## src/include/theiaCore_consts.svh

```systemverilog
/* Theia core constants */
`ifndef THEIACORE_CONSTS_SVH
`define THEIACORE_CONSTS_SVH

// ----------------------------------------------------------------------------
// Widths
// ----------------------------------------------------------------------------
`define WB_WIDTH          32      // Wishbone data and address
`define LANE_WIDTH        32      // One data component
`define LANE_COUNT        3       // x, y, z
`define DATA_ADDR_WIDTH   7       // 128 data rows
`define ROM_ADDR_WIDTH    8       // 256 instruction words
`define INSTR_WIDTH       32

// Program entry and reserved output rows
`define INITIAL_CODE_ADDR 8'd0
`define OREG_PIXEL_COLOR  7'd1
`define OREG_PIXEL_PITCH  7'd2    // x lane holds the pixel address

// ----------------------------------------------------------------------------
// Opcodes
// ----------------------------------------------------------------------------
`define OP_NOP            4'h0
`define OP_ADD            4'h1
`define OP_SUB            4'h2
`define OP_AND            4'h3
`define OP_MOV            4'h4
`define OP_BZ             4'h5    // Branch if x lane is zero
`define OP_JMP            4'h6
`define OP_RET            4'h7    // Return value from x lane

// Slave tag values
`define TAG_DATA          1'b0
`define TAG_INSTR         1'b1

`endif

```

## src/logic/theiaDataPkg.sv

```systemverilog
/* Theia data row */
`include "theiaCore_consts.svh"

package theiaDataPkg;

  typedef logic [`LANE_WIDTH-1:0] lane_t;

  // One data row, flat for storage or split in lanes
  typedef union packed {
    logic [`LANE_COUNT*`LANE_WIDTH-1:0] flat;
    lane_t [`LANE_COUNT-1:0]            lane;
  } dataRow_t;

  localparam int LANE_X = 0;            // x sits in the low bits

endpackage

```

## src/logic/controlUnit.sv

```systemverilog
/* Main control FSM */
`timescale 1ns/10ps
`include "theiaCore_consts.svh"

module controlUnit (
  input  logic                        clock,
  input  logic                        reset,
  input  logic                        configMode,
  input  logic                        uCodeDone,
  input  logic                        returnValue,
  input  logic                        ioDone,
  output logic                        uCodeStart,
  output logic                        pixelStart,
  output logic                        ramOwnerExe,
  // Write sources
  input  logic [`DATA_ADDR_WIDTH-1:0] exeWrAddr,
  input  theiaDataPkg::dataRow_t      exeWrData,
  input  logic                        exeWrEn,
  input  logic [`DATA_ADDR_WIDTH-1:0] ioWrAddr,
  input  theiaDataPkg::dataRow_t      ioWrData,
  input  logic [`LANE_COUNT-1:0]      ioWrMask,
  input  logic                        ioWrEn,
  // To data memory
  output logic [`DATA_ADDR_WIDTH-1:0] memWrAddr,
  output theiaDataPkg::dataRow_t      memWrData,
  output logic [`LANE_COUNT-1:0]      memWrMask,
  output logic                        memWrEn
);
  typedef enum logic [2:0] {CU_IDLE, CU_CONFIG, CU_START, CU_RUNNING, CU_PIXEL} cuState_t;

  cuState_t state;
  logic     configModeQ;
  logic     configFall;

  assign configFall  = configModeQ & ~configMode;
  assign uCodeStart  = (state == CU_START);                    // One cycle, then running
  assign ramOwnerExe = (state == CU_START) || (state == CU_RUNNING);

  always_ff @(posedge clock) begin
    if (reset) begin
      state       <= CU_IDLE;
      configModeQ <= 1'b0;
      pixelStart  <= 1'b0;
    end else begin
      configModeQ <= configMode;
      pixelStart  <= 1'b0;
      case (state)
        CU_CONFIG:  if (configFall) state <= CU_START;
        CU_START:   state <= CU_RUNNING;
        CU_RUNNING: begin
          if (uCodeDone && returnValue) begin
            state      <= CU_PIXEL;
            pixelStart <= 1'b1;                                // Pixel write follows
          end else if (uCodeDone) begin
            state <= CU_IDLE;                                  // Nothing to write
          end
        end
        CU_PIXEL:   if (ioDone) state <= CU_IDLE;
        default:    ;
      endcase
      if (configMode && state != CU_CONFIG) begin
        state <= CU_CONFIG;                                    // Host takes over again
      end
    end
  end

  // Write port mux, engine writes whole rows
  assign memWrAddr = ramOwnerExe ? exeWrAddr : ioWrAddr;
  assign memWrData = ramOwnerExe ? exeWrData : ioWrData;
  assign memWrMask = ramOwnerExe ? {`LANE_COUNT{1'b1}} : ioWrMask;
  assign memWrEn   = ramOwnerExe ? exeWrEn : ioWrEn;

endmodule

```

## config.mk

```make
export PLATFORM = sky130hd
export DESIGN_NAME = controlUnit
export DESIGN_NICKNAME = d
export VERILOG_FILES = /design/src/logic/theiaDataPkg.sv /design/src/logic/controlUnit.sv
export VERILOG_INCLUDE_DIRS = /design/src /design/src/include
export SDC_FILE = /design/constraint.sdc
export NUM_CORES = 1
export LEC_CHECK = 0
export ABC_AREA = 1
export ABC_CLOCK_PERIOD_IN_PS = 3000
export BUFFER_PORTS_ARGS = -buffer_cell sky130_fd_sc_hd__buf_4
export CORE_AREA = 3 3 127 129
export DETAILED_ROUTE_END_ITERATION = 8
export DIE_AREA = 0 0 130 132
export GPL_ROUTABILITY_DRIVEN = 0
export PLACE_DENSITY = 0.39
export SLEW_MARGIN = 20
export SYNTH_ARGS = -nofsm -noshare
export SYNTH_HDL_FRONTEND = slang
export SYNTH_SLANG_ARGS = --single-unit
```

## constraint.sdc

```tcl
create_clock -name clock -period 3 [get_ports clock]
set_input_delay 0.15 -clock clock [delete_from_list [all_inputs] [get_ports clock]]
set_output_delay 0.15 -clock clock [all_outputs]
set_load 0.01 [all_outputs]
```

Word level (Yosys, flattened, before mapping):

Cells that the tools add are included.

* bits in registers: 5
* output and inout bits: 110
* word-level logic and storage cells: 38

* eq/ne operators: 11
* multiplexer cells: 11
* bitwise operators: 3
* reductions and logical operators: 9

Operators by type and width (number)
* $mux 96: 1
* $mux 3: 5
* $pmux 3 s4: 1
* $reduce_and 4->1: 2
* $mux 7: 1
* $eq 3x2->1 const B: 2
* $ne 3x3->1 const B: 2
* $reduce_bool 5->1: 1
* $ne 2x2->1 const B: 2
* $ne 4x2->1 const B: 1
* $reduce_bool 4->1: 1
* $reduce_or 2->1: 2
* $eq 3x1->1 const B: 1
* $eq 3x3->1 const B: 1
* $mux 1: 3
* $ne 3x1->1 const B: 1
* $ne 3x2->1 const B: 1
* $logic_and 1x1->1: 2
* $not 1->1: 2
* $and 1x1->1: 1
* $logic_or 1x1->1: 1

Longest topological paths before layout:

* depth in word-level cells: 5
* gate-level depth with buffers: 7
* gate-level depth less buffers: 7

Worst setup path after synthesis:

No wires, ideal clock.

* path kind: register to output
* from: register state[2]
* to: output memWrData[58] (netlist bit)
* data arrival time: 1.095 ns
* required time: 2.850 ns
* slack: 1.755 ns
* cell stages (with the launch flop): 7
* cells stage by stage: dfxtp_1 buf_2 nor2_4 buf_4 buf_2 nand2_1 nand2_1

RTL lines
* start: declaration: line controlUnit.sv:31 `cuState_t state;`
* start signal: assignment: line controlUnit.sv:41 `state <= CU_IDLE;`
* start signal: assignment: line controlUnit.sv:48 `CU_CONFIG: if (configFall) state <= CU_START;`
* start signal: assignment: line controlUnit.sv:49 `CU_START: state <= CU_RUNNING;`
* end: declaration: line controlUnit.sv:25 `output theiaDataPkg::dataRow_t memWrData,`

==> key figures <==
Global route
  – Tot GR Track Use: 12.2%
  – Initial antenna violation count: 0
  – Largest net degree at the start of global routing: 109
  – Global route overflow: 0
  – First-pass GRT wire length: 17.1 mm
  – Vias in the first global route: 3414

Synth
  – Dominant cell type by area after synthesis: nand2_1
  – Synth top area share: 76.4%
  – Net Count, Synth: 599
  – Avg Inst Size Synth: 4.14 um^2
  – Post-synthesis sequential area ratio: 6.32%
  – Synthesis-stage register bit count: 5
  – Synth unique cells: 17
  – Mapped Cells: 382
  – Synthesis Warnings: 0
  – Post-synthesis cell area: 1580 um^2
  – Synth area leaders: nand2_1, dfxtp_1, buf_2

Critical path
  – CP max stage delay: 0.46 ns
  – Most Frequent Cell on Critical Path: nand2_1
  – Startpoint Class: flip-flop
  – Crit path DAT: 1.96 ns
  – CP cell instances: inv_2 > nor2_4 > clkinv_2 > buf_12 > nand2_1 > nand2_1 > buf_4
  – CP endpoint kind: output pin
  – WP data required: 2.85 ns
  – Max FO, Critical Path: 47
  – Slowest-stage cell, CP: clkinv_2
  – WS Path Type: flip-flop to output pin

Finish
  – Commonest non-fill, non-tap cell in the layout: buf_4
  – Ant. Diodes: 0
  – Final net count: 910
  – Share of post-route cells with drive strength above 1: 49.0%
  – Synth-to-Final Area Change: 170%
  – Final core occ: 28.2%
  – Most frequent cells in the layout: buf_4, nand2_1, nor2_1, inv_1, dfxtp_1
  – Register area: 100 um^2
  – Multi-input gate area: 1340 um^2
  – Layout fillers: 1727

STA
  – Worst-Margin Slew: 0.792 ns
  – Max Clk Rate: 0.474 GHz
  – Final Hold Viols: 0
  – RSZ-0062 raised after global routing: false
  – Clock period minus worst slack: 2.11 ns
  – Pins Over Slew Limit: 0
  – Sum Neg Setup Slack: 0 ns
  – # setup viols final: 0
  – Max transition margin: 47.2%
  – Worst hold slack: 0.109 ns
  – Setup slack after layout: 0.890 ns
  – Final Cycle Share: 70.3%
  – Worst Skew: 0.00197 ns

Power
  – Worst vdd ir: 0.000135 V
  – Leakage Power: 2.67 nW
  – Pwr/cell area: 305 nW/um^2

Placed design
  – Dpl ws: 0.893 ns
  – Hpwl dp: 10.0 mm
  – PortBufs: 326

CTS
  – Post-CTS Setup Inserts: 0
  – Clk root buf: clkbuf_16
  – TritonCTS Buffers: 3
  – Skew-Pair Late Insertion Delay: 0.23 ns
  – Clk slew on worst S/H paths: 0.03 ns
  – CTS hold repair buffers: 0
  – CTS tree: done
  – Clock sink count: 5
  – H-tree levels: 1
  – # resized after CTS: 0
  – Max clock buf depth: 2

Route
  – Final WL: 11.9 mm
  – Via density: 3.88
  – Via count: 3411
  – Drt pass-1 iters: 4
  – DR iter-0 viols: 82
  – DRC viols: 0
  – Wire length per cell: 13.5 um
  – Remaining antenna violation count: 0

Floorplan
  – Total die area: 17200 um^2
  – Die width: 130 um
  – Core area: 15100 um^2
  – Number of top-level pins: 327
  – Chip Height: 132 um
  – # rows: 45
  – Initial core utilization: 10.5%

Hold path
  – Hold Path Class: primary input to flip-flop

Status
  – Outcome: finished, final reports clean

Flow run
  – Max Cap Viol: 0
through the flow:
stage          total power, W  cells  cell area (um^2)
4_1_cts               0.00134    880              4270
5_1_grt               0.00142    880              4270
6_report              0.00130    880              4270
3_3_place_gp          0.00110    876              4190
3_5_place_dp          0.00111    876              4190
2_1_floorplan        0.000488    382              1580
final timing paths:
check	slack, ns	startpoint	depth (start not counted)	to
max	0.89	state[1]$_SDFFE_PP0P_	7	memWrData[87]
min	0.11	reset	2	state[0]$_SDFFE_PP0P_
max reg2reg	1.16	state[1]$_SDFFE_PP0P_	7	state[0]$_SDFFE_PP0P_
min reg2reg	0.63	state[0]$_SDFFE_PP0P_	3	state[0]$_SDFFE_PP0P_
registers in the layout (all words and copies together) (netlist names):
| register | count |
|---|---|
| configModeQ | 1 |
| pixelStart | 1 |
| state | 3 |
synthesized netlist by cell type:
| library cell | n |
|---|---|
| or2_0 | 1 |
| a21oi_1 | 3 |
| o21bai_1 | 3 |
| inv_1 | 5 |
| buf_2 | 12 |
| nand4_1 | 1 |
| inv_2 | 3 |
| nand3_1 | 3 |
| or2_2 | 3 |
| nor2_4 | 1 |
| dfxtp_1 | 5 |
| clkbuf_1 | 9 |
| nand2_1 | 322 |
| buf_4 | 1 |
| o21ai_0 | 2 |
| nor2_1 | 7 |
| buf_6 | 1 |
worst max-delay path, delay by kind of cell (launching register included):
| kind | cells | cell delay (ns) |
|---|---|---|
| buf+inv | 4 | 1.06 |
| simple gates | 3 | 0.26 |
| flops | 1 | 0.38 |
report_power, final:
part / switching, W / internal (W)
combinational: 0.000488 / 0.000520
clock: 0.0000419 / 0.000176
sequential: 0.00000541 / 0.0000717
total: 0.000536 / 0.000768
per-layer routing:
layer / wire, um / track usage [%]
met1: 4340 / 13.2
met5: 0 / 0
met3: 1300 / 3.36
met4: 195 / 2.37
met2: 6040 / 23.4
area by class of cell:
type | count | area share, %
clock buffers | 4 | 1.85
inverters | 8 | 0.732
repair buffers | 329 | 58.2
multi-input cells | 346 | 31.4
well taps | 188 | 5.51
flip-flops and latches | 5 | 2.34
cells by family after synthesis:
group,after synthesis,share of synthesized area (%)
flip-flops,5,6.32
buffers and inverters,31,9.01
AND/OR/NAND/NOR,338,81.7
AO/OA/AOI/OAI,8,3.00
Power figures use the tool's default switching activity.
