`src/include/theiaCore_consts.svh`:
```
/* Theia core constants */
`ifndef THEIACORE_CONSTS_SVH
`define THEIACORE_CONSTS_SVH

// ----------------------------------------------------------------------------
// Widths
// ----------------------------------------------------------------------------
`define WB_WIDTH          32      // Wishbone data and address
`define LANE_WIDTH        32      // One data component
`define LANE_COUNT        3       // x, y, z
`define DATA_ADDR_WIDTH   7       // 128 data rows
`define ROM_ADDR_WIDTH    8       // 256 instruction words
`define INSTR_WIDTH       32

// Program entry and reserved output rows
`define INITIAL_CODE_ADDR 8'd0
`define OREG_PIXEL_COLOR  7'd1
`define OREG_PIXEL_PITCH  7'd2    // x lane holds the pixel address

// ----------------------------------------------------------------------------
// Opcodes
// ----------------------------------------------------------------------------
`define OP_NOP            4'h0
`define OP_ADD            4'h1
`define OP_SUB            4'h2
`define OP_AND            4'h3
`define OP_MOV            4'h4
`define OP_BZ             4'h5    // Branch if x lane is zero
`define OP_JMP            4'h6
`define OP_RET            4'h7    // Return value from x lane

// Slave tag values
`define TAG_DATA          1'b0
`define TAG_INSTR         1'b1

`endif

```
`src/logic/theiaDataPkg.sv`:
```
/* Theia data row */
`include "theiaCore_consts.svh"

package theiaDataPkg;

  typedef logic [`LANE_WIDTH-1:0] lane_t;

  // One data row, flat for storage or split in lanes
  typedef union packed {
    logic [`LANE_COUNT*`LANE_WIDTH-1:0] flat;
    lane_t [`LANE_COUNT-1:0]            lane;
  } dataRow_t;

  localparam int LANE_X = 0;            // x sits in the low bits

endpackage

```
`src/logic/ioUnit.sv`:
```
/* Wishbone slave and pixel master */
`timescale 1ns/10ps
`include "theiaCore_consts.svh"

module ioUnit (
  input  logic                        clock,
  input  logic                        reset,
  input  logic                        configMode,
  // Configuration slave
  input  logic [`WB_WIDTH-1:0]        slvAdr,
  input  logic [`WB_WIDTH-1:0]        slvDat,
  input  logic                        slvWe,
  input  logic                        slvStb,
  input  logic                        slvCyc,
  input  logic                        slvTag,
  output logic                        slvAck,
  // Memory writes
  output logic [`DATA_ADDR_WIDTH-1:0] ioWrAddr,
  output theiaDataPkg::dataRow_t      ioWrData,
  output logic [`LANE_COUNT-1:0]      ioWrMask,
  output logic                        ioWrEn,
  output logic                        instrWrEn,
  output logic [`ROM_ADDR_WIDTH-1:0]  instrWrAddr,
  output logic [`INSTR_WIDTH-1:0]     instrWrData,
  // Pixel fetch
  input  logic                        pixelStart,
  output logic [`DATA_ADDR_WIDTH-1:0] pxRdAddr,
  input  theiaDataPkg::dataRow_t      pxRdData,
  // Pixel master
  output logic [`WB_WIDTH-1:0]        mstAdr,
  output logic [`WB_WIDTH-1:0]        mstDat,
  output logic                        mstWe,
  output logic                        mstStb,
  output logic                        mstCyc,
  input  logic                        mstAck,
  output logic                        ioDone
);
  import theiaDataPkg::*;

  localparam logic [`LANE_COUNT-1:0] ONE_LANE = 1;

  typedef enum logic [1:0] {PX_IDLE, PX_PITCH, PX_BUS} pxState_t;

  pxState_t               pxState;
  logic                   slvReq;
  logic [1:0]             slvLane;
  logic [`LANE_WIDTH-1:0] pxColor;

  // ----------------------------------------------------------------------------
  // Slave side
  // ----------------------------------------------------------------------------
  assign slvReq  = slvCyc & slvStb & configMode & ~slvAck;   // Once per strobe
  assign slvLane = slvAdr[1:0];

  always_ff @(posedge clock) begin
    if (reset) begin
      slvAck    <= 1'b0;
      ioWrEn    <= 1'b0;
      instrWrEn <= 1'b0;
    end else begin
      slvAck    <= slvReq;                                    // Reads ack with no effect
      ioWrEn    <= slvReq & slvWe & (slvTag == `TAG_DATA);
      instrWrEn <= slvReq & slvWe & (slvTag == `TAG_INSTR);
    end
  end

  always_ff @(posedge clock) begin
    if (slvReq) begin
      ioWrAddr      <= slvAdr[2 +: `DATA_ADDR_WIDTH];
      ioWrMask      <= ONE_LANE << slvLane;                   // Lane 3 writes nothing
      ioWrData.flat <= {`LANE_COUNT{slvDat}};
      instrWrAddr   <= slvAdr[2 +: `ROM_ADDR_WIDTH];
      instrWrData   <= slvDat;
    end
  end

  // ----------------------------------------------------------------------------
  // Master side, color then pitch over the shared port
  // ----------------------------------------------------------------------------
  assign pxRdAddr = (pxState == PX_IDLE) ? `OREG_PIXEL_COLOR : `OREG_PIXEL_PITCH;
  assign mstStb   = mstCyc;
  assign mstWe    = mstCyc;                                   // Write cycles only
  assign mstAdr   = mstCyc ? pxRdData.lane[LANE_X] : '0;      // Pitch row held on the port
  assign mstDat   = mstCyc ? pxColor : '0;

  always_ff @(posedge clock) begin
    if (reset) begin
      pxState <= PX_IDLE;
      mstCyc  <= 1'b0;
      ioDone  <= 1'b0;
    end else begin
      ioDone <= 1'b0;
      case (pxState)
        PX_IDLE:  if (pixelStart) pxState <= PX_PITCH;
        PX_PITCH: begin
          mstCyc  <= 1'b1;                                    // Two cycles after start
          pxState <= PX_BUS;
        end
        PX_BUS: begin
          if (mstAck) begin                                   // Waits as long as needed
            mstCyc  <= 1'b0;
            ioDone  <= 1'b1;
            pxState <= PX_IDLE;
          end
        end
        default:  pxState <= PX_IDLE;
      endcase
    end
  end

  // Color arrives one cycle after start
  always_ff @(posedge clock) begin
    if (pxState == PX_PITCH) begin
      pxColor <= pxRdData.lane[LANE_X];
    end
  end

endmodule

```
`config.mk`:
```
export PLATFORM = sky130hd
export DESIGN_NAME = ioUnit
export DESIGN_NICKNAME = d
export VERILOG_FILES = /design/src/logic/theiaDataPkg.sv /design/src/logic/ioUnit.sv
export VERILOG_INCLUDE_DIRS = /design/src /design/src/include
export SDC_FILE = /design/constraint.sdc
export NUM_CORES = 1
export LEC_CHECK = 0
export BUFFER_PORTS_ARGS = -buffer_cell sky130_fd_sc_hd__buf_4
export CAP_MARGIN = 10
export CORE_AREA = 2 2 151 153
export DETAILED_ROUTE_END_ITERATION = 10
export DIE_AREA = 0 0 153 155
export PLACE_DENSITY = 0.46
export SETUP_SLACK_MARGIN = 0.1
export SYNTH_ARGS = -nofsm -noshare
export SYNTH_HDL_FRONTEND = slang
export SYNTH_SLANG_ARGS = --single-unit
```
`constraint.sdc`:
```
create_clock -name clock -period 2.51 [get_ports clock]
set_input_delay 0.3765 -clock clock [delete_from_list [all_inputs] [get_ports clock]]
set_output_delay 0.3765 -clock clock [all_outputs]
set_load 0.02 [all_outputs]
```
* Yosys cells after proc, flatten, opt, wreduce, memory -nomap -nowiden
Cells that the tools add are included.
Storage, ports and cells: register bits after elaboration 185, input bits 169, output and inout port bits 224
Operators by class: equality and inequality tests 4, shift operators 1, reduce and logical (&&, ||, !) cells 5, mux-type cells 9, bitwise logic cells 9
Operators by type and width (number):
- $mux 32 | 2
- $and 1x1->1 | 6
- $mux 2 | 3
- $pmux 2 s3 | 1
- $ne 2x2->1 const B | 2
- $reduce_and 2->1 | 2
- $not 1->1 | 3
- $shl 1x2->3 const A | 1
- $eq 2x1->1 const B | 1
- $eq 2x2->1 const B | 1
- $logic_not 2->1 | 1
- $mux 1 | 2
- $pmux 1 s2 | 1
- $reduce_bool 2->1 | 1
- $reduce_or 2->1 | 1

* Logic depth before layout (Yosys ltp)
depth after elaboration 5, depth in mapped cells 3, depth with buffers taken out 3

* Worst setup path before layout
No wires, ideal clock.
path type reg2reg, from register slvAck, to register instrWrAddr[6] (enable), setup time 397 ps, data required time 2113 ps, stages on the path, launching flop included 3, buffers on the path 0, setup slack 682 ps, arrival time 1430 ps, cells stage by stage dfxtp_1 -> nand4b_4 -> inv_1
Between the ends: longest elaborated chain between the ends 2
Ends and longest elaborated chain:
- from (decl) | RTL line ioUnit.sv:16 | output logic slvAck,
- from (signal assigned) | RTL line ioUnit.sv:61 | slvAck <= slvReq;
- $not 1->1 | RTL line ioUnit.sv:52 | assign slvReq = slvCyc & slvStb & configMode & ~slvAck;
- $and 1x1->1 | RTL line ioUnit.sv:52
- via slvReq | RTL line ioUnit.sv:45 | logic slvReq;
- to (signal assigned) | RTL line ioUnit.sv:72 | instrWrAddr <= slvAdr[2 +: `ROM_ADDR_WIDTH];
- to (decl) | RTL line ioUnit.sv:23 | output logic [`ROM_ADDR_WIDTH-1:0] instrWrAddr,
The timed path passes the listed nets, and every way through them passes these cells. A chain may end at the register's enable or synchronous reset.

* Final worst setup path
from register mstCyc, to output mstDat[17]
Between the ends: longest elaborated chain between the ends 1
Ends and longest elaborated chain:
- from (decl) | RTL line ioUnit.sv:34 | output logic mstCyc,
- from (signal assigned) | RTL line ioUnit.sv:89 | mstCyc <= 1'b0;
- from (signal assigned) | RTL line ioUnit.sv:96 | mstCyc <= 1'b1;
- from (signal assigned) | RTL line ioUnit.sv:101 | mstCyc <= 1'b0;
- $mux 32 | RTL line ioUnit.sv:84 | assign mstDat = mstCyc ? pxColor : '0;
- to (decl) | RTL line ioUnit.sv:31 | output logic [`WB_WIDTH-1:0] mstDat,
No other way between the ends.

==> impl_metrics.env <==
export IMPL_start_util=0.172
export IMPL_status="complete, no violations"
export IMPL_critPathBufInv=2
export IMPL_grt_ovfl_total=0
export IMPL_period_share=0.742
export IMPL_rsz0062_at_grt="no"
export IMPL_crit_fanout=69
export IMPL_grt_usage=0.0826
export IMPL_clk_latency_ns=0.34
export IMPL_ys_seq_area_frac=0.625
export IMPL_power_density_nw_per_um2=597
export IMPL_critical_path_arrival_ns=1.49
export IMPL_crit_required_ns=2.13
export IMPL_antenna_left=0
export IMPL_cp_slowest_cell="buf_4"
export IMPL_critPathCaptureType="primary output"
export IMPL_hold_buffers=0
export IMPL_crit_top_cell="buf_4"
export IMPL_grtUsageMet2=0.146
export IMPL_grt_pass1_wl_um=14800
export IMPL_yosysMostFrequentCell="buf_4"
export IMPL_routabilityCongestion=0.694
export IMPL_wl_um=10300
export IMPL_rows=55
export IMPL_slew_headroom=0.621
export IMPL_dieArea_um2=23700
export IMPL_grt_antenna_before_repair=0
export IMPL_cts_buffer_depth=2
export IMPL_cts_made_buffers=9
export IMPL_hold_class="input port to register"
export IMPL_ir_worst_vdd_mv=0.293
export IMPL_synth_top_area_frac=0.589
export IMPL_drt_pass1_iterations=4
export IMPL_hpwl_um=8060
export IMPL_layout_setup_ws_ns=0.648
export IMPL_worstMarginPinSlew_ns=0.568
export IMPL_final_setup_viol_count=0
export IMPL_cts_tree="built"
export IMPL_drc=0
export IMPL_synthFlopType="edfxtp_1"
export IMPL_skew_ns=0.00759
export IMPL_period_needed_ns=1.86
export IMPL_die_w_um=153
export IMPL_final_setup_tns_ns=0
export IMPL_post_route_util=0.267
export IMPL_placedCellCount=760
export IMPL_fin_cells=776
export IMPL_grt_start_max_net_pins=70
export IMPL_yosys_area_top_type="edfxtp_1"
export IMPL_fillers=2287
export IMPL_clkTransAtPathRegs_ns=0.07
export IMPL_postSynthAreaPerCell_um2=13.5
export IMPL_post_cts_resized=0
export IMPL_synthTopCellsByArea="edfxtp_1, buf_4, and2_1"
export IMPL_grtUsageMet3=0.0301
export IMPL_maxCapViolations=0
export IMPL_antennaDiodeCount=0
export IMPL_layout_nets=655
export IMPL_synth_commonest_cells="buf_4, edfxtp_1, and2_1"
export IMPL_grt_util_met1=0.0878
export IMPL_path_cells="buf_4 -> and2_1 -> buf_4"
export IMPL_ys_warn_count=0
export IMPL_fmax_mhz=537
export IMPL_area_delta_synth_final_pct=55.2
export IMPL_htree_levels=3
export IMPL_drive_above_1_share=0.668
export IMPL_top_usage_layer="met2"
export IMPL_finalHoldViolCount=0
export IMPL_viasPerCell=3.41
export IMPL_crit_family="buffers and inverters"
export IMPL_vias=2644
export IMPL_ys_seq_elements=82
export IMPL_routedWlPerCell_um=13.3
export IMPL_path_class="register to primary output"
export IMPL_clock_sinks=82
export IMPL_p_leak_nw=2.68
export IMPL_ys_types=21
export IMPL_post_cts_setup_buffers=0
export IMPL_critPathLaunchType="register"
export IMPL_post_place_ws_ns=0.962
export IMPL_coreArea_um2=22200
export IMPL_io_buffers=301
export IMPL_slew_violations=0
export IMPL_netlist_instances=284
export IMPL_drt_first_iter_violations=75
export IMPL_async_flop_share=0
export IMPL_netlist_area_um2=3820
export IMPL_die_h_um=155
export IMPL_cpPeakStageDelay_ns=0.42
export IMPL_io_pin_count=393
export IMPL_synth_edff_count=75
export IMPL_root_buffer="clkbuf_16"
export IMPL_grt_pass1_vias=2604
## state kept, by name (all words and copies together) (netlist names), 2 cells and up
register	cells
ioWrData	32
instrWrAddr	2
ioWrMask	3
pxColor	32
pxState	2
ioWrAddr	6
## through the flow
stage	power, W	hold WS (ns)	area, µm²
after CTS	0.00363	0.171	5940
after floorplan	0.00191	0.441	3840
after global placement	0.00214	0.481	5610
after global routing	0.00370	0.179	5940
after detailed placement	0.00215	0.500	5610
final	0.00354	0.195	5940
## cell type report
cell class | count | area, µm² | area share
Inverter | 3 | 11.3 | 0.00190
Multi-Input combinational cell | 86 | 564 | 0.0950
Sequential cell | 82 | 2390 | 0.403
Clock buffer | 13 | 304 | 0.0512
Tap cell | 285 | 357 | 0.0601
Timing Repair Buffer | 304 | 2280 | 0.384
Clock inverter | 3 | 25.0 | 0.00421
## kinds of logic (layout without fill, tap and decap cells)
family | Yosys count | after routing | share of synthesized area
compound gates | 2 | 2 | 0.00556
buf+inv | 120 | 323 | 0.231
flops | 82 | 82 | 0.625
other cells | 1 | 5 | 0.000980
simple gates | 79 | 79 | 0.137
## where the power goes
group          total [W]  switching [W]  leakage, nW  internal (W)
Combinational   0.000531       0.000282         1.77      0.000249
Clock            0.00144       0.000577        0.158      0.000858
Sequential       0.00158      0.0000278        0.750       0.00155
## worst paths after layout
path	from	slack, ns	end	depth (start not counted)
max	mstCyc$_SDFFE_PP0P_	0.65	mstDat[17]	3
min	slvTag	0.20	ioWrEn$_SDFF_PP0_	2
max reg2reg	slvAck$_SDFF_PP0_	1.08	ioWrMask[0]$_SDFFCE_PP0P_	3
min reg2reg	pxState[1]$_SDFFE_PP0P_	0.51	mstCyc$_SDFFE_PP0P_	1
## layout by cell type (no fill, tap or decap), drive strengths merged
cell type | Yosys | layout
clkbuf | 1 | 13
nor3b | 2 | 2
clkinv | 0 | 1
nor4b | 2 | 2
a211oi | 1 | 1
clkinvlp | 0 | 1
nor2 | 5 | 5
edfxtp | 75 | 75
dfxtp | 7 | 7
conb | 1 | 5
or2 | 1 | 1
buf | 116 | 304
o21ai | 1 | 1
nor2b | 2 | 2
inv | 3 | 4
nand4b | 1 | 1
and3 | 1 | 1
and2 | 64 | 64
and2b | 1 | 1
## routing by layer
| layer | up-vias | share of wire |
|---|---|---|
| li1 | 1226 | - |
| met1 | 1215 | 0.36 |
| met2 | 193 | 0.51 |
| met3 | 10 | 0.10 |
| met4 | 0 | 0.018 |
| met5 | - | 0 |
(Power assumes the default switching activity.)
