File: src/include/theiaCore_consts.svh
/* Theia core constants */
`ifndef THEIACORE_CONSTS_SVH
`define THEIACORE_CONSTS_SVH

// ----------------------------------------------------------------------------
// Widths
// ----------------------------------------------------------------------------
`define WB_WIDTH          32      // Wishbone data and address
`define LANE_WIDTH        32      // One data component
`define LANE_COUNT        3       // x, y, z
`define DATA_ADDR_WIDTH   7       // 128 data rows
`define ROM_ADDR_WIDTH    8       // 256 instruction words
`define INSTR_WIDTH       32

// Program entry and reserved output rows
`define INITIAL_CODE_ADDR 8'd0
`define OREG_PIXEL_COLOR  7'd1
`define OREG_PIXEL_PITCH  7'd2    // x lane holds the pixel address

// ----------------------------------------------------------------------------
// Opcodes
// ----------------------------------------------------------------------------
`define OP_NOP            4'h0
`define OP_ADD            4'h1
`define OP_SUB            4'h2
`define OP_AND            4'h3
`define OP_MOV            4'h4
`define OP_BZ             4'h5    // Branch if x lane is zero
`define OP_JMP            4'h6
`define OP_RET            4'h7    // Return value from x lane

// Slave tag values
`define TAG_DATA          1'b0
`define TAG_INSTR         1'b1

`endif

File: src/logic/theiaIsaPkg.sv
/* Theia microcode instruction word */
`include "theiaCore_consts.svh"

package theiaIsaPkg;

  typedef logic [3:0]                   opcode_t;
  typedef logic [`DATA_ADDR_WIDTH-1:0]  rowAddr_t;
  typedef logic [`ROM_ADDR_WIDTH-1:0]   codeAddr_t;

  // ALU form, dst = src0 op src1
  typedef struct packed {
    opcode_t   opcode;
    rowAddr_t  dst;
    rowAddr_t  src0;
    rowAddr_t  src1;
    logic [`INSTR_WIDTH-4-3*`DATA_ADDR_WIDTH-1:0] pad;
  } aluForm_t;

  // Branch form, also used by RET
  typedef struct packed {
    opcode_t   opcode;                  // Same bits as ALU form
    rowAddr_t  src;                     // Tested row
    codeAddr_t target;
    logic [`INSTR_WIDTH-4-`DATA_ADDR_WIDTH-`ROM_ADDR_WIDTH-1:0] pad;
  } branchForm_t;

  typedef union packed {
    aluForm_t    alu;
    branchForm_t branch;
  } instrWord_t;

  // Opcodes decoded in branch form
  function automatic logic isBranchForm(opcode_t op);
    return (op == `OP_BZ) || (op == `OP_JMP) || (op == `OP_RET);
  endfunction

endpackage

File: src/logic/theiaDataPkg.sv
/* Theia data row */
`include "theiaCore_consts.svh"

package theiaDataPkg;

  typedef logic [`LANE_WIDTH-1:0] lane_t;

  // One data row, flat for storage or split in lanes
  typedef union packed {
    logic [`LANE_COUNT*`LANE_WIDTH-1:0] flat;
    lane_t [`LANE_COUNT-1:0]            lane;
  } dataRow_t;

  localparam int LANE_X = 0;            // x sits in the low bits

endpackage

File: src/logic/vectorAlu.sv
/* Three-lane vector ALU */
`timescale 1ns/10ps
`include "theiaCore_consts.svh"

module vectorAlu (
  input  theiaIsaPkg::opcode_t   opcode,
  input  theiaDataPkg::dataRow_t srcA,
  input  theiaDataPkg::dataRow_t srcB,
  output theiaDataPkg::dataRow_t result
);

  // Lanes are independent, no carry between them
  always_comb begin
    for (int i = 0; i < `LANE_COUNT; i++) begin
      case (opcode)
        `OP_ADD: result.lane[i] = srcA.lane[i] + srcB.lane[i];
        `OP_SUB: result.lane[i] = srcA.lane[i] - srcB.lane[i];
        `OP_AND: result.lane[i] = srcA.lane[i] & srcB.lane[i];
        `OP_MOV: result.lane[i] = srcA.lane[i];
        default: result.lane[i] = '0;                      // Not written back
      endcase
    end
  end

endmodule

File: src/logic/executionUnit.sv
/* Microcode execution engine */
`timescale 1ns/10ps
`include "theiaCore_consts.svh"

module executionUnit (
  input  logic                        clock,
  input  logic                        reset,
  input  logic                        uCodeStart,
  // Instruction fetch
  output logic [`ROM_ADDR_WIDTH-1:0]  instrRdAddr,
  input  theiaIsaPkg::instrWord_t     instrRdData,
  // Operand reads
  output logic [`DATA_ADDR_WIDTH-1:0] rdAddr0,
  output logic [`DATA_ADDR_WIDTH-1:0] rdAddr1,
  input  theiaDataPkg::dataRow_t      rdData0,
  input  theiaDataPkg::dataRow_t      rdData1,
  // Write back
  output logic [`DATA_ADDR_WIDTH-1:0] exeWrAddr,
  output theiaDataPkg::dataRow_t      exeWrData,
  output logic                        exeWrEn,
  output logic                        uCodeDone,
  output logic                        returnValue
);
  import theiaIsaPkg::*;
  import theiaDataPkg::*;

  typedef enum logic [1:0] {EX_IDLE, EX_FETCH, EX_READ, EX_EXEC} exState_t;

  exState_t  state;
  codeAddr_t ip;
  opcode_t   opcode;
  logic      branchForm;
  logic      isAluOp;
  logic      testZero;
  dataRow_t  aluResult;

  // ----------------------------------------------------------------------------
  // Decode, word stays valid from READ through EXEC since ip holds
  // ----------------------------------------------------------------------------
  assign instrRdAddr = ip;
  assign opcode      = instrRdData.alu.opcode;             // Same field in both forms
  assign branchForm  = isBranchForm(opcode);
  assign isAluOp     = opcode inside {`OP_ADD, `OP_SUB, `OP_AND, `OP_MOV};

  assign rdAddr0  = branchForm ? instrRdData.branch.src : instrRdData.alu.src0;
  assign rdAddr1  = instrRdData.alu.src1;
  assign testZero = (rdData0.lane[LANE_X] == '0);          // BZ and RET test x lane

  vectorAlu u_vectorAlu (
    .opcode (opcode),
    .srcA   (rdData0),
    .srcB   (rdData1),
    .result (aluResult)
  );

  // Write back and return in the execute cycle
  assign exeWrEn     = (state == EX_EXEC) && isAluOp;
  assign exeWrAddr   = instrRdData.alu.dst;
  assign exeWrData   = aluResult;
  assign uCodeDone   = (state == EX_EXEC) && (opcode == `OP_RET);
  assign returnValue = ~testZero;                          // Valid with uCodeDone

  // ----------------------------------------------------------------------------
  // Sequencer, three cycles per instruction
  // ----------------------------------------------------------------------------
  always_ff @(posedge clock) begin
    if (reset) begin
      state <= EX_IDLE;
      ip    <= `INITIAL_CODE_ADDR;
    end else if (uCodeStart) begin
      state <= EX_FETCH;
      ip    <= `INITIAL_CODE_ADDR;
    end else begin
      case (state)
        EX_FETCH: state <= EX_READ;
        EX_READ:  state <= EX_EXEC;
        EX_EXEC: begin
          state <= uCodeDone ? EX_IDLE : EX_FETCH;
          case (opcode)
            `OP_JMP: ip <= instrRdData.branch.target;
            `OP_BZ:  ip <= testZero ? instrRdData.branch.target : ip + 1'b1;
            default: ip <= ip + 1'b1;                      // Unknown codes act as NOP
          endcase
        end
        default:  ;                                        // Wait for start
      endcase
    end
  end

endmodule

File: config.mk
export PLATFORM = sky130hd
export DESIGN_NAME = executionUnit
export DESIGN_NICKNAME = d
export VERILOG_FILES = /design/src/logic/theiaIsaPkg.sv /design/src/logic/theiaDataPkg.sv /design/src/logic/vectorAlu.sv /design/src/logic/executionUnit.sv
export VERILOG_INCLUDE_DIRS = /design/src /design/src/include
export SDC_FILE = /design/constraint.sdc
export NUM_CORES = 1
export LEC_CHECK = 0
export BUFFER_PORTS_ARGS = -buffer_cell sky130_fd_sc_hd__buf_4
export CAP_MARGIN = 0
export CORE_ASPECT_RATIO = 1.4
export CORE_MARGIN = 5
export CORE_UTILIZATION = 52
export DETAILED_ROUTE_END_ITERATION = 7
export GPL_TIMING_DRIVEN = 0
export PLACE_DENSITY_LB_ADDON = 0.2
export SLEW_MARGIN = 30
export SYNTH_ARGS = -nofsm -noshare
export SYNTH_HDL_FRONTEND = slang
export SYNTH_SLANG_ARGS = --single-unit
File: constraint.sdc
create_clock -name clock -period 5.7 [get_ports clock]
set_input_delay 0.855 -clock clock [delete_from_list [all_inputs] [get_ports clock]]
set_output_delay 0.855 -clock clock [all_outputs]
set_load 0.005 [all_outputs]
======== Word-level counts from Yosys, hierarchy flattened ========
Index checks and enable logic that the tools add are counted.
storage, ports and cells
  word-level logic and storage cells ...... 42
  output and inout bits ................... 128
  bits of input ports ..................... 227
  register bits ........................... 10
cells by class
  bitwise gates (word level) .............. 4
  multiplexer cells ....................... 9
  $add $sub $neg .......................... 7
  equality and inequality tests ........... 10
  reductions and logical operators ........ 9
operators with widths
  operator             count
  $pmux 32 s4          3
  $add 32x32->32       3
  $and 32x32->32       3
  $sub 32x32->32       3
  $logic_not 32->1     1
  $eq 4x3->1 const B   4
  $pmux 8 s2           1
  $add 8x1->8 const B  1
  $eq 4x2->1 const B   2
  $mux 8               1
  $reduce_bool 4->1    2
  $mux 7               1
  $pmux 2 s3           1
  $eq 2x2->1 const B   2
  $eq 4x1->1 const B   1
  $reduce_bool 3->1    1
  $eq 2x1->1 const B   1
  $logic_and 1x1->1    2
  $logic_or 1x1->1     2
  $mux 1               2
  $reduce_or 2->1      1
  $not 1->1            1

======== Depth between registers and ports, before layout ========
Gate-level depths: netlist of run 1.
  depth in word-level cells ............... 5
  gate-level depth with buffers ........... 19

======== Hierarchy ========
From an unflattened synthesis of run 1, not the netlist that was laid out.
second synthesis, totals
  cell total of the unflattened synthesis .. 1468
  area total of the unflattened synthesis .. 9736.8 µm²
by module, submodules not included
  module         instances  sequential area each (µm²)  area each (µm²)  cells an instance
  vectorAlu      1          0.0                         8842.2           1358
  executionUnit  1          200.2                       894.6            110

======== Worst setup path before layout of run 1 ========
Ideal clock, no wire load.
  path kind ............................... in2out
  start ................................... in instrRdData[29] (netlist name)
  end ..................................... out exeWrData[90] (netlist name)
  setup slack ............................. 0.569 ns
  required time ........................... 4.845 ns
  path buffers ............................ 3
  arrival ................................. 4.276 ns
  stages .................................. 17
  cell sequence ........................... clkbuf_1 nor2b_1 and2_1 clkbuf_1 clkbuf_1 nor2_1 xnor2_1 ha_1 nand3_1 or2_2 a31oi_1 o21ai_0 o31ai_1 a31oi_1 o21ai_0 xnor2_1 o22ai_1
RTL lines
  what                RTL line             source
  start: declaration  executionUnit.sv:11  input theiaIsaPkg::instrWord_t instrRdData,
  end: declaration    executionUnit.sv:19  output theiaDataPkg::dataRow_t exeWrData,

==> results_dict.tcl, run 1 <==
set metrics [dict create \
    postSynthAreaPerCell_um2 6.59 \
    synthAdderAreaFrac_pct 14.2 \
    synth_edf_count 0 \
    portBuffers 339 \
    seqCellArea_um2 200 \
    final.setup.tns_ps 0 \
    syn-cell-area_mm2 0.00925 \
    initial_utilization_pct 53.1 \
    synth_top_cell_by_area "ha_1" \
    post-dp-hpwl_mm 33.2 \
    clock_skew_ps 1.72 \
    num_vias 12700 \
    dieArea_mm2 0.0206 \
    syn_inst 1404 \
    status "complete, no violations" \
    hp-class "reg2reg" \
    cp_max_fo 5 \
    grt_pass1_wl_mm 62.5 \
    rsz0062_at_grt "true" \
    ioPinCount 355 \
    worstPathCellList "buf_4 > or4_4 > nor4_4 > nand3b_1 > or3_4 > o21a_1 > xnor2_1 > ha_2 > a21oi_2 > nor2b_1 > o21ai_1 > nand2b_1 > a31oi_1 > o21ai_1 > or3_1 > mux2i_1 > a2111o_1 > buf_4" \
    cts_tree "built" \
    placed_area_mm2 0.0121 \
    clkTransAtPathRegs_ps 40 \
    fp.coreArea_mm2 0.0174 \
    period_needed_ps 5660 \
    drive_gt1_share_pct 26.3 \
    place_congestion 1.02 \
    slowest_stage "or4_4" \
    grt_max_degree 11 \
    async_reset_ff_share_pct 0 \
    drc 0 \
    synth.yosys.warnings 0 \
    htree_levels 1 \
    synthMuxAreaShare_pct 1.83 \
    maxSlewViolCount 0 \
    synthDistinctLibCells 67 \
    ys_seq_area_share_pct 2.16 \
    crit_arrival_ps 4800 \
    std_cell_rows 57 \
    fin_crit_sh_pct 99.3 \
    grt_pass1_vias 12300 \
    ant_nets 0 \
    clockRootBuffer "clkbuf_16" \
    first_iter_violations 1292 \
    path_class "in2out" \
    tightest_slew_ps 965 \
    leakage_uw 0.00619 \
    slew-limit-headroom_pct 35.7 \
    synth_top_family_by_area "compound AO/OA/AOI/OAI gates" \
    synth_flop_cell "dfxtp_1" \
    via_per_inst 6.37 \
    synth_compound_area_share_pct 37.5 \
    finalHoldWorstSlack_ps 507 \
    routed_wl_mm 41.9 \
    cts_sinks 10 \
    ys_ff_latch 10 \
    yosys.area_share.simple_pct 20.7 \
    die_w_um 123 \
    drt_pass1_iterations 5 \
    rrSetupSlack_ps 4200 \
    synth_xor_area_share_pct 15.7 \
    worstSkewPairLatency_ps 240 \
    cts_buffers 3 \
    avgRoutedWirePerCell_um 20.9 \
    critPathMaxStageDelay_ps 580 \
    power_density_mw_per_mm2 124 \
    start_kind "input pin" \
    synth.most_common_cell "a21oi_1" \
    cts_hold_buf 0 \
    endpoint_kind "primary output" \
    max_freq_mhz 177 \
    multi_input_area_mm2 0.00867 \
    synth_area_leaders "ha_1, a21oi_1, xnor2_1" \
    hold_violations 0 \
    grt_use_total_pct 37.4 \
    cts_buffer_depth 2 \
    syn_to_final_growth_pct 37.4 \
    synth_common_cells "a21oi_1, inv_1, ha_1, nor2_1, xnor2_1" \
    die_y_um 168 \
    grt_overflow 0 \
    irDropWorstVdd_v 0.000153 \
    antenna_found_initial 1 \
    final_cell_area_mm2 0.0127 \
    setup_viol 0 \
    synth_top_cell_area_share_pct 13.5 \
    fillCellCount 1569 \
    syn-num-nets 1734 \
    maxCapViolations 0 \
    final_nets 2095 \
    cp.required_ps 4850 \
]
==> layout make-up <==
type | count | share of cell area, %
Timing Repair Buffer | 361 | 21.3
Sequential cell | 10 | 1.57
Multi-Input combinational cell | 1212 | 68.2
Tap cell | 236 | 2.32
Inverter | 110 | 3.25
Antenna cell | 1 | 0.0197
Buffer | 67 | 2.65
Clock buffer | 4 | 0.699
==> power breakdown <==
group | internal, µW | total, µW | leakage [µW] | switching (µW)
Clock | 106 | 143 | 0.0000442 | 37.5
Combinational | 623 | 1360 | 0.00607 | 736
Sequential | 71.1 | 72.0 | 0.0000809 | 0.900
==> path summary, 6_finish.rpt <==
check                           cells past startpoint            from              to
worst max-delay path                               18      rdData1[8]   exeWrData[31]
worst min-delay path                                2  instrRdAddr[7]  instrRdAddr[7]
worst max register to register                      6  instrRdAddr[0]  instrRdAddr[6]
worst min register to register                      2  instrRdAddr[7]  instrRdAddr[7]
==> registers in the layout, summed over array words and instances (netlist names) <==
| signal | count |
|---|---|
| state | 2 |
| instrRdAddr | 8 |
==> through the flow <==
stage | setup WS (ps) | total power [µW] | std cells | util, %
final | 40.9 | 1570 | 2001 | 73.1
after global routing | -74.9 | 1690 | 2001 | 73.1
after detailed placement | -936 | 1330 | 1979 | 69.5
after global placement | -1020 | 1310 | 1979 | 69.5
after floorplan | 569 | 856 | 1404 | -
after CTS | 21.1 | 1490 | 1983 | 70.8
==> cells in the final DEF (no fill, tap or decap), drive strengths merged, types with 8 or more instances in the layout <==
master / count
buf: 384
a21oi: 199
inv: 110
ha: 100
nor2: 95
xnor2: 93
nand2: 85
o21ai: 79
xor2: 73
a21o: 72
o22ai: 72
clkbuf: 48
nor3: 28
nand3: 23
o31ai: 23
nor2b: 19
o21a: 18
nor4: 18
nand2b: 17
nand4: 17
a31oi: 17
or4: 12
o21bai: 11
nor3b: 11
dfxtp: 10
o41ai: 10
and3: 9
o211ai: 9
mux2i: 9
or3: 8
==> critical path, delay by kind of cell <==
family	cells	cell delay, ps
fa+ha+maj	1	330
xor+xnor	1	180
compound gates	6	1070
buf+inv	2	260
mux	1	140
simple gates	7	1950
==> logic make-up after synthesis <==
kind of cell	after synthesis
muxes	16
DFF	10
AOI/OAI and AO/OA	559
and+or+nand+nor	368
buffers and inverters	182
adders and majority gates	103
xor gates and xnor gates	166
==> routing by layer <==
layer | vias up | GRT usage (%) | wire [µm]
met1 | 5846 | 43.2 | 14500
met4 | 0 | 22.5 | 3060
li1 | 5865 | - | -
met3 | 204 | 4.33 | 4150
met2 | 825 | 65.1 | 20100
met5 | - | 0 | 0
==> repair_timing <==
item,4_1_cts,5_1_grt
gates resized for setup,38,65
endpoints found under the setup margin,48,31
buffers inserted,2,20
endpoints found under the hold margin,0,0
pin swaps,2,21
Power figures use the tool's default switching activity.
==> run 2: changes to the inputs <==
RECOVER_POWER = 25   (was default)
==> results_dict.tcl, run 2 (synthesis results as in run 1) <==
set metrics [dict create \
    p_seq_share_pct 4.6 \
    place_inst 1979 \
    rsz0062_at_grt "true" \
    cts_tree "built" \
    seqCellArea_um2 200 \
    cts_hold_buf 0 \
    clock_skew_ps 2.65 \
    fin_cells 2001 \
    final_nets 2095 \
    grt_overflow 0 \
    path_class "in2out" \
    fp.coreArea_mm2 0.0174 \
    cts_sinks 10 \
    syn_to_final_growth_pct 37.2 \
    p_sw_uw 771 \
    ant_nets 0 \
    htree_levels 1 \
    irDropWorstVdd_v 0.000148 \
    hold_violations 0 \
    first_iter_violations 1334 \
    endpoint_kind "primary output" \
    grt_pass1_vias 12300 \
    p_sw_share_pct 49.2 \
    max_freq_mhz 177 \
    dieArea_mm2 0.0206 \
    setup_ws_ps 61.5 \
    fin_crit_sh_pct 98.9 \
    final_common_cell "buf_4" \
    num_vias 12800 \
    power_density_mw_per_mm2 124 \
    via_per_inst 6.38 \
    drt_pass1_iterations 7 \
    drc 0 \
    maxSlewViolCount 0 \
    p_comb_share_pct 86.4 \
    routed_wl_mm 41.8 \
    largest_reg_flops 8 \
    grt_use_total_pct 37.4 \
    crit_arrival_ps 4780 \
    post-dp-hpwl_mm 33.2 \
    period_needed_ps 5640 \
    status "complete, no violations" \
    pre_cts_slack_ps -936 \
    die_y_um 168 \
    cp.required_ps 4850 \
    total_power_uw 1570 \
    leakage_uw 0.00616 \
    place_congestion 1.02 \
    multi_input_area_mm2 0.00867 \
    hp-class "reg2reg" \
    maxCapViolations 0 \
    finalHoldWorstSlack_ps 505 \
    utilization_pct 72.9 \
    start_kind "input pin" \
    avgRoutedWirePerCell_um 20.9 \
    die_w_um 123 \
    cts_buffer_depth 2 \
    std_cell_rows 57 \
    slew-limit-headroom_pct 35.8 \
    fillCellCount 1580 \
    clkTransAtPathRegs_ps 40 \
    cp_max_fo 5 \
    antenna_found_initial 1 \
    ioPinCount 355 \
    grt_pass1_wl_mm 62.5 \
    worstSkewPairLatency_ps 240 \
    initial_utilization_pct 53.1 \
    final_cell_mix "buf_4, a21oi_1, inv_1, ha_1" \
    clockRootBuffer "clkbuf_16" \
    tightest_slew_ps 962 \
    grt_max_degree 11 \
    drive_gt1_share_pct 25.9 \
    portBuffers 339 \
    cts_buffers 3 \
    setup_viol 0 \
    p_int_uw 798 \
    p_clk_share_pct 9.0 \
]
-- run 2: cell count changes in the layout (fill, tap and decap cells not counted) --
cell,before,now
clkbuf_4,6,30
clkbuf_1,34,41
buf_4,376,345
-- run 2: power groups by stage --
stage / clock network (µW) / logic, µW / registers, µW
final: 141 / 1360 / 72.0
after global routing: 145 / 1470 / 72.2
after CTS: 141 / 1280 / 72.0
after global placement: 0 / 1240 / 73.2
after floorplan: 0 / 783 / 73.1
after detailed placement: 0 / 1250 / 73.2
-- run 2: worst max-delay path, cell delays in order --
cell and delay (ps):
buf_4 130, or4_4 580, nor4_4 330, nand3b_1 160, or3_4 400, o21a_1 220, xnor2_1 180, ha_2 330
a21oi_2 150, nor2b_1 60, o21ai_1 130, nand2b_1 90, a31oi_1 250, o21ai_1 120, or3_1 340, mux2i_1 140
a2111o_1 180, buf_4 130
-- run 2: path summary, 6_finish.rpt --
kind | startpoint | endpoint | slack (ps) | cells past startpoint
min reg2reg | instrRdAddr[7] | instrRdAddr[7] | 510 | 2
min | instrRdAddr[7] | instrRdAddr[7] | 510 | 2
max reg2reg | instrRdAddr[0] | instrRdAddr[6] | 4190 | 6
max | rdData1[8] | exeWrData[31] | 60 | 18
-- run 2: per-layer routing --
layer / GRT usage (%) / part of all wire (%)
met5: 0 / 0
met3: 4.33 / 9.2
met2: 65.1 / 48
met1: 43.2 / 35
met4: 22.5 / 7.2
-- run 2: layout make-up --
| cell class | instances | area share [%] |
|---|---|---|
| Clock buffer | 4 | 0.700 |
| Tap cell | 236 | 2.33 |
| Timing Repair Buffer | 361 | 21.2 |
| Multi-Input combinational cell | 1212 | 68.3 |
| Buffer | 67 | 2.65 |
| Inverter | 110 | 3.25 |
| Sequential cell | 10 | 1.58 |
| Antenna cell | 1 | 0.0197 |
-- run 2: stage by stage --
step                TNS (ps)  area [µm²]
floorplan                  0        9250
global placement      -19760       12100
detailed placement    -19140       12100
CTS                        0       12300
global route            -143       12700
finish                     0       12700
-- run 2: repair_timing --
item	in CTS	in global routing
pin swaps	2	21
gates resized for setup	38	65
buffers inserted	2	20
setup endpoints to repair	48	31
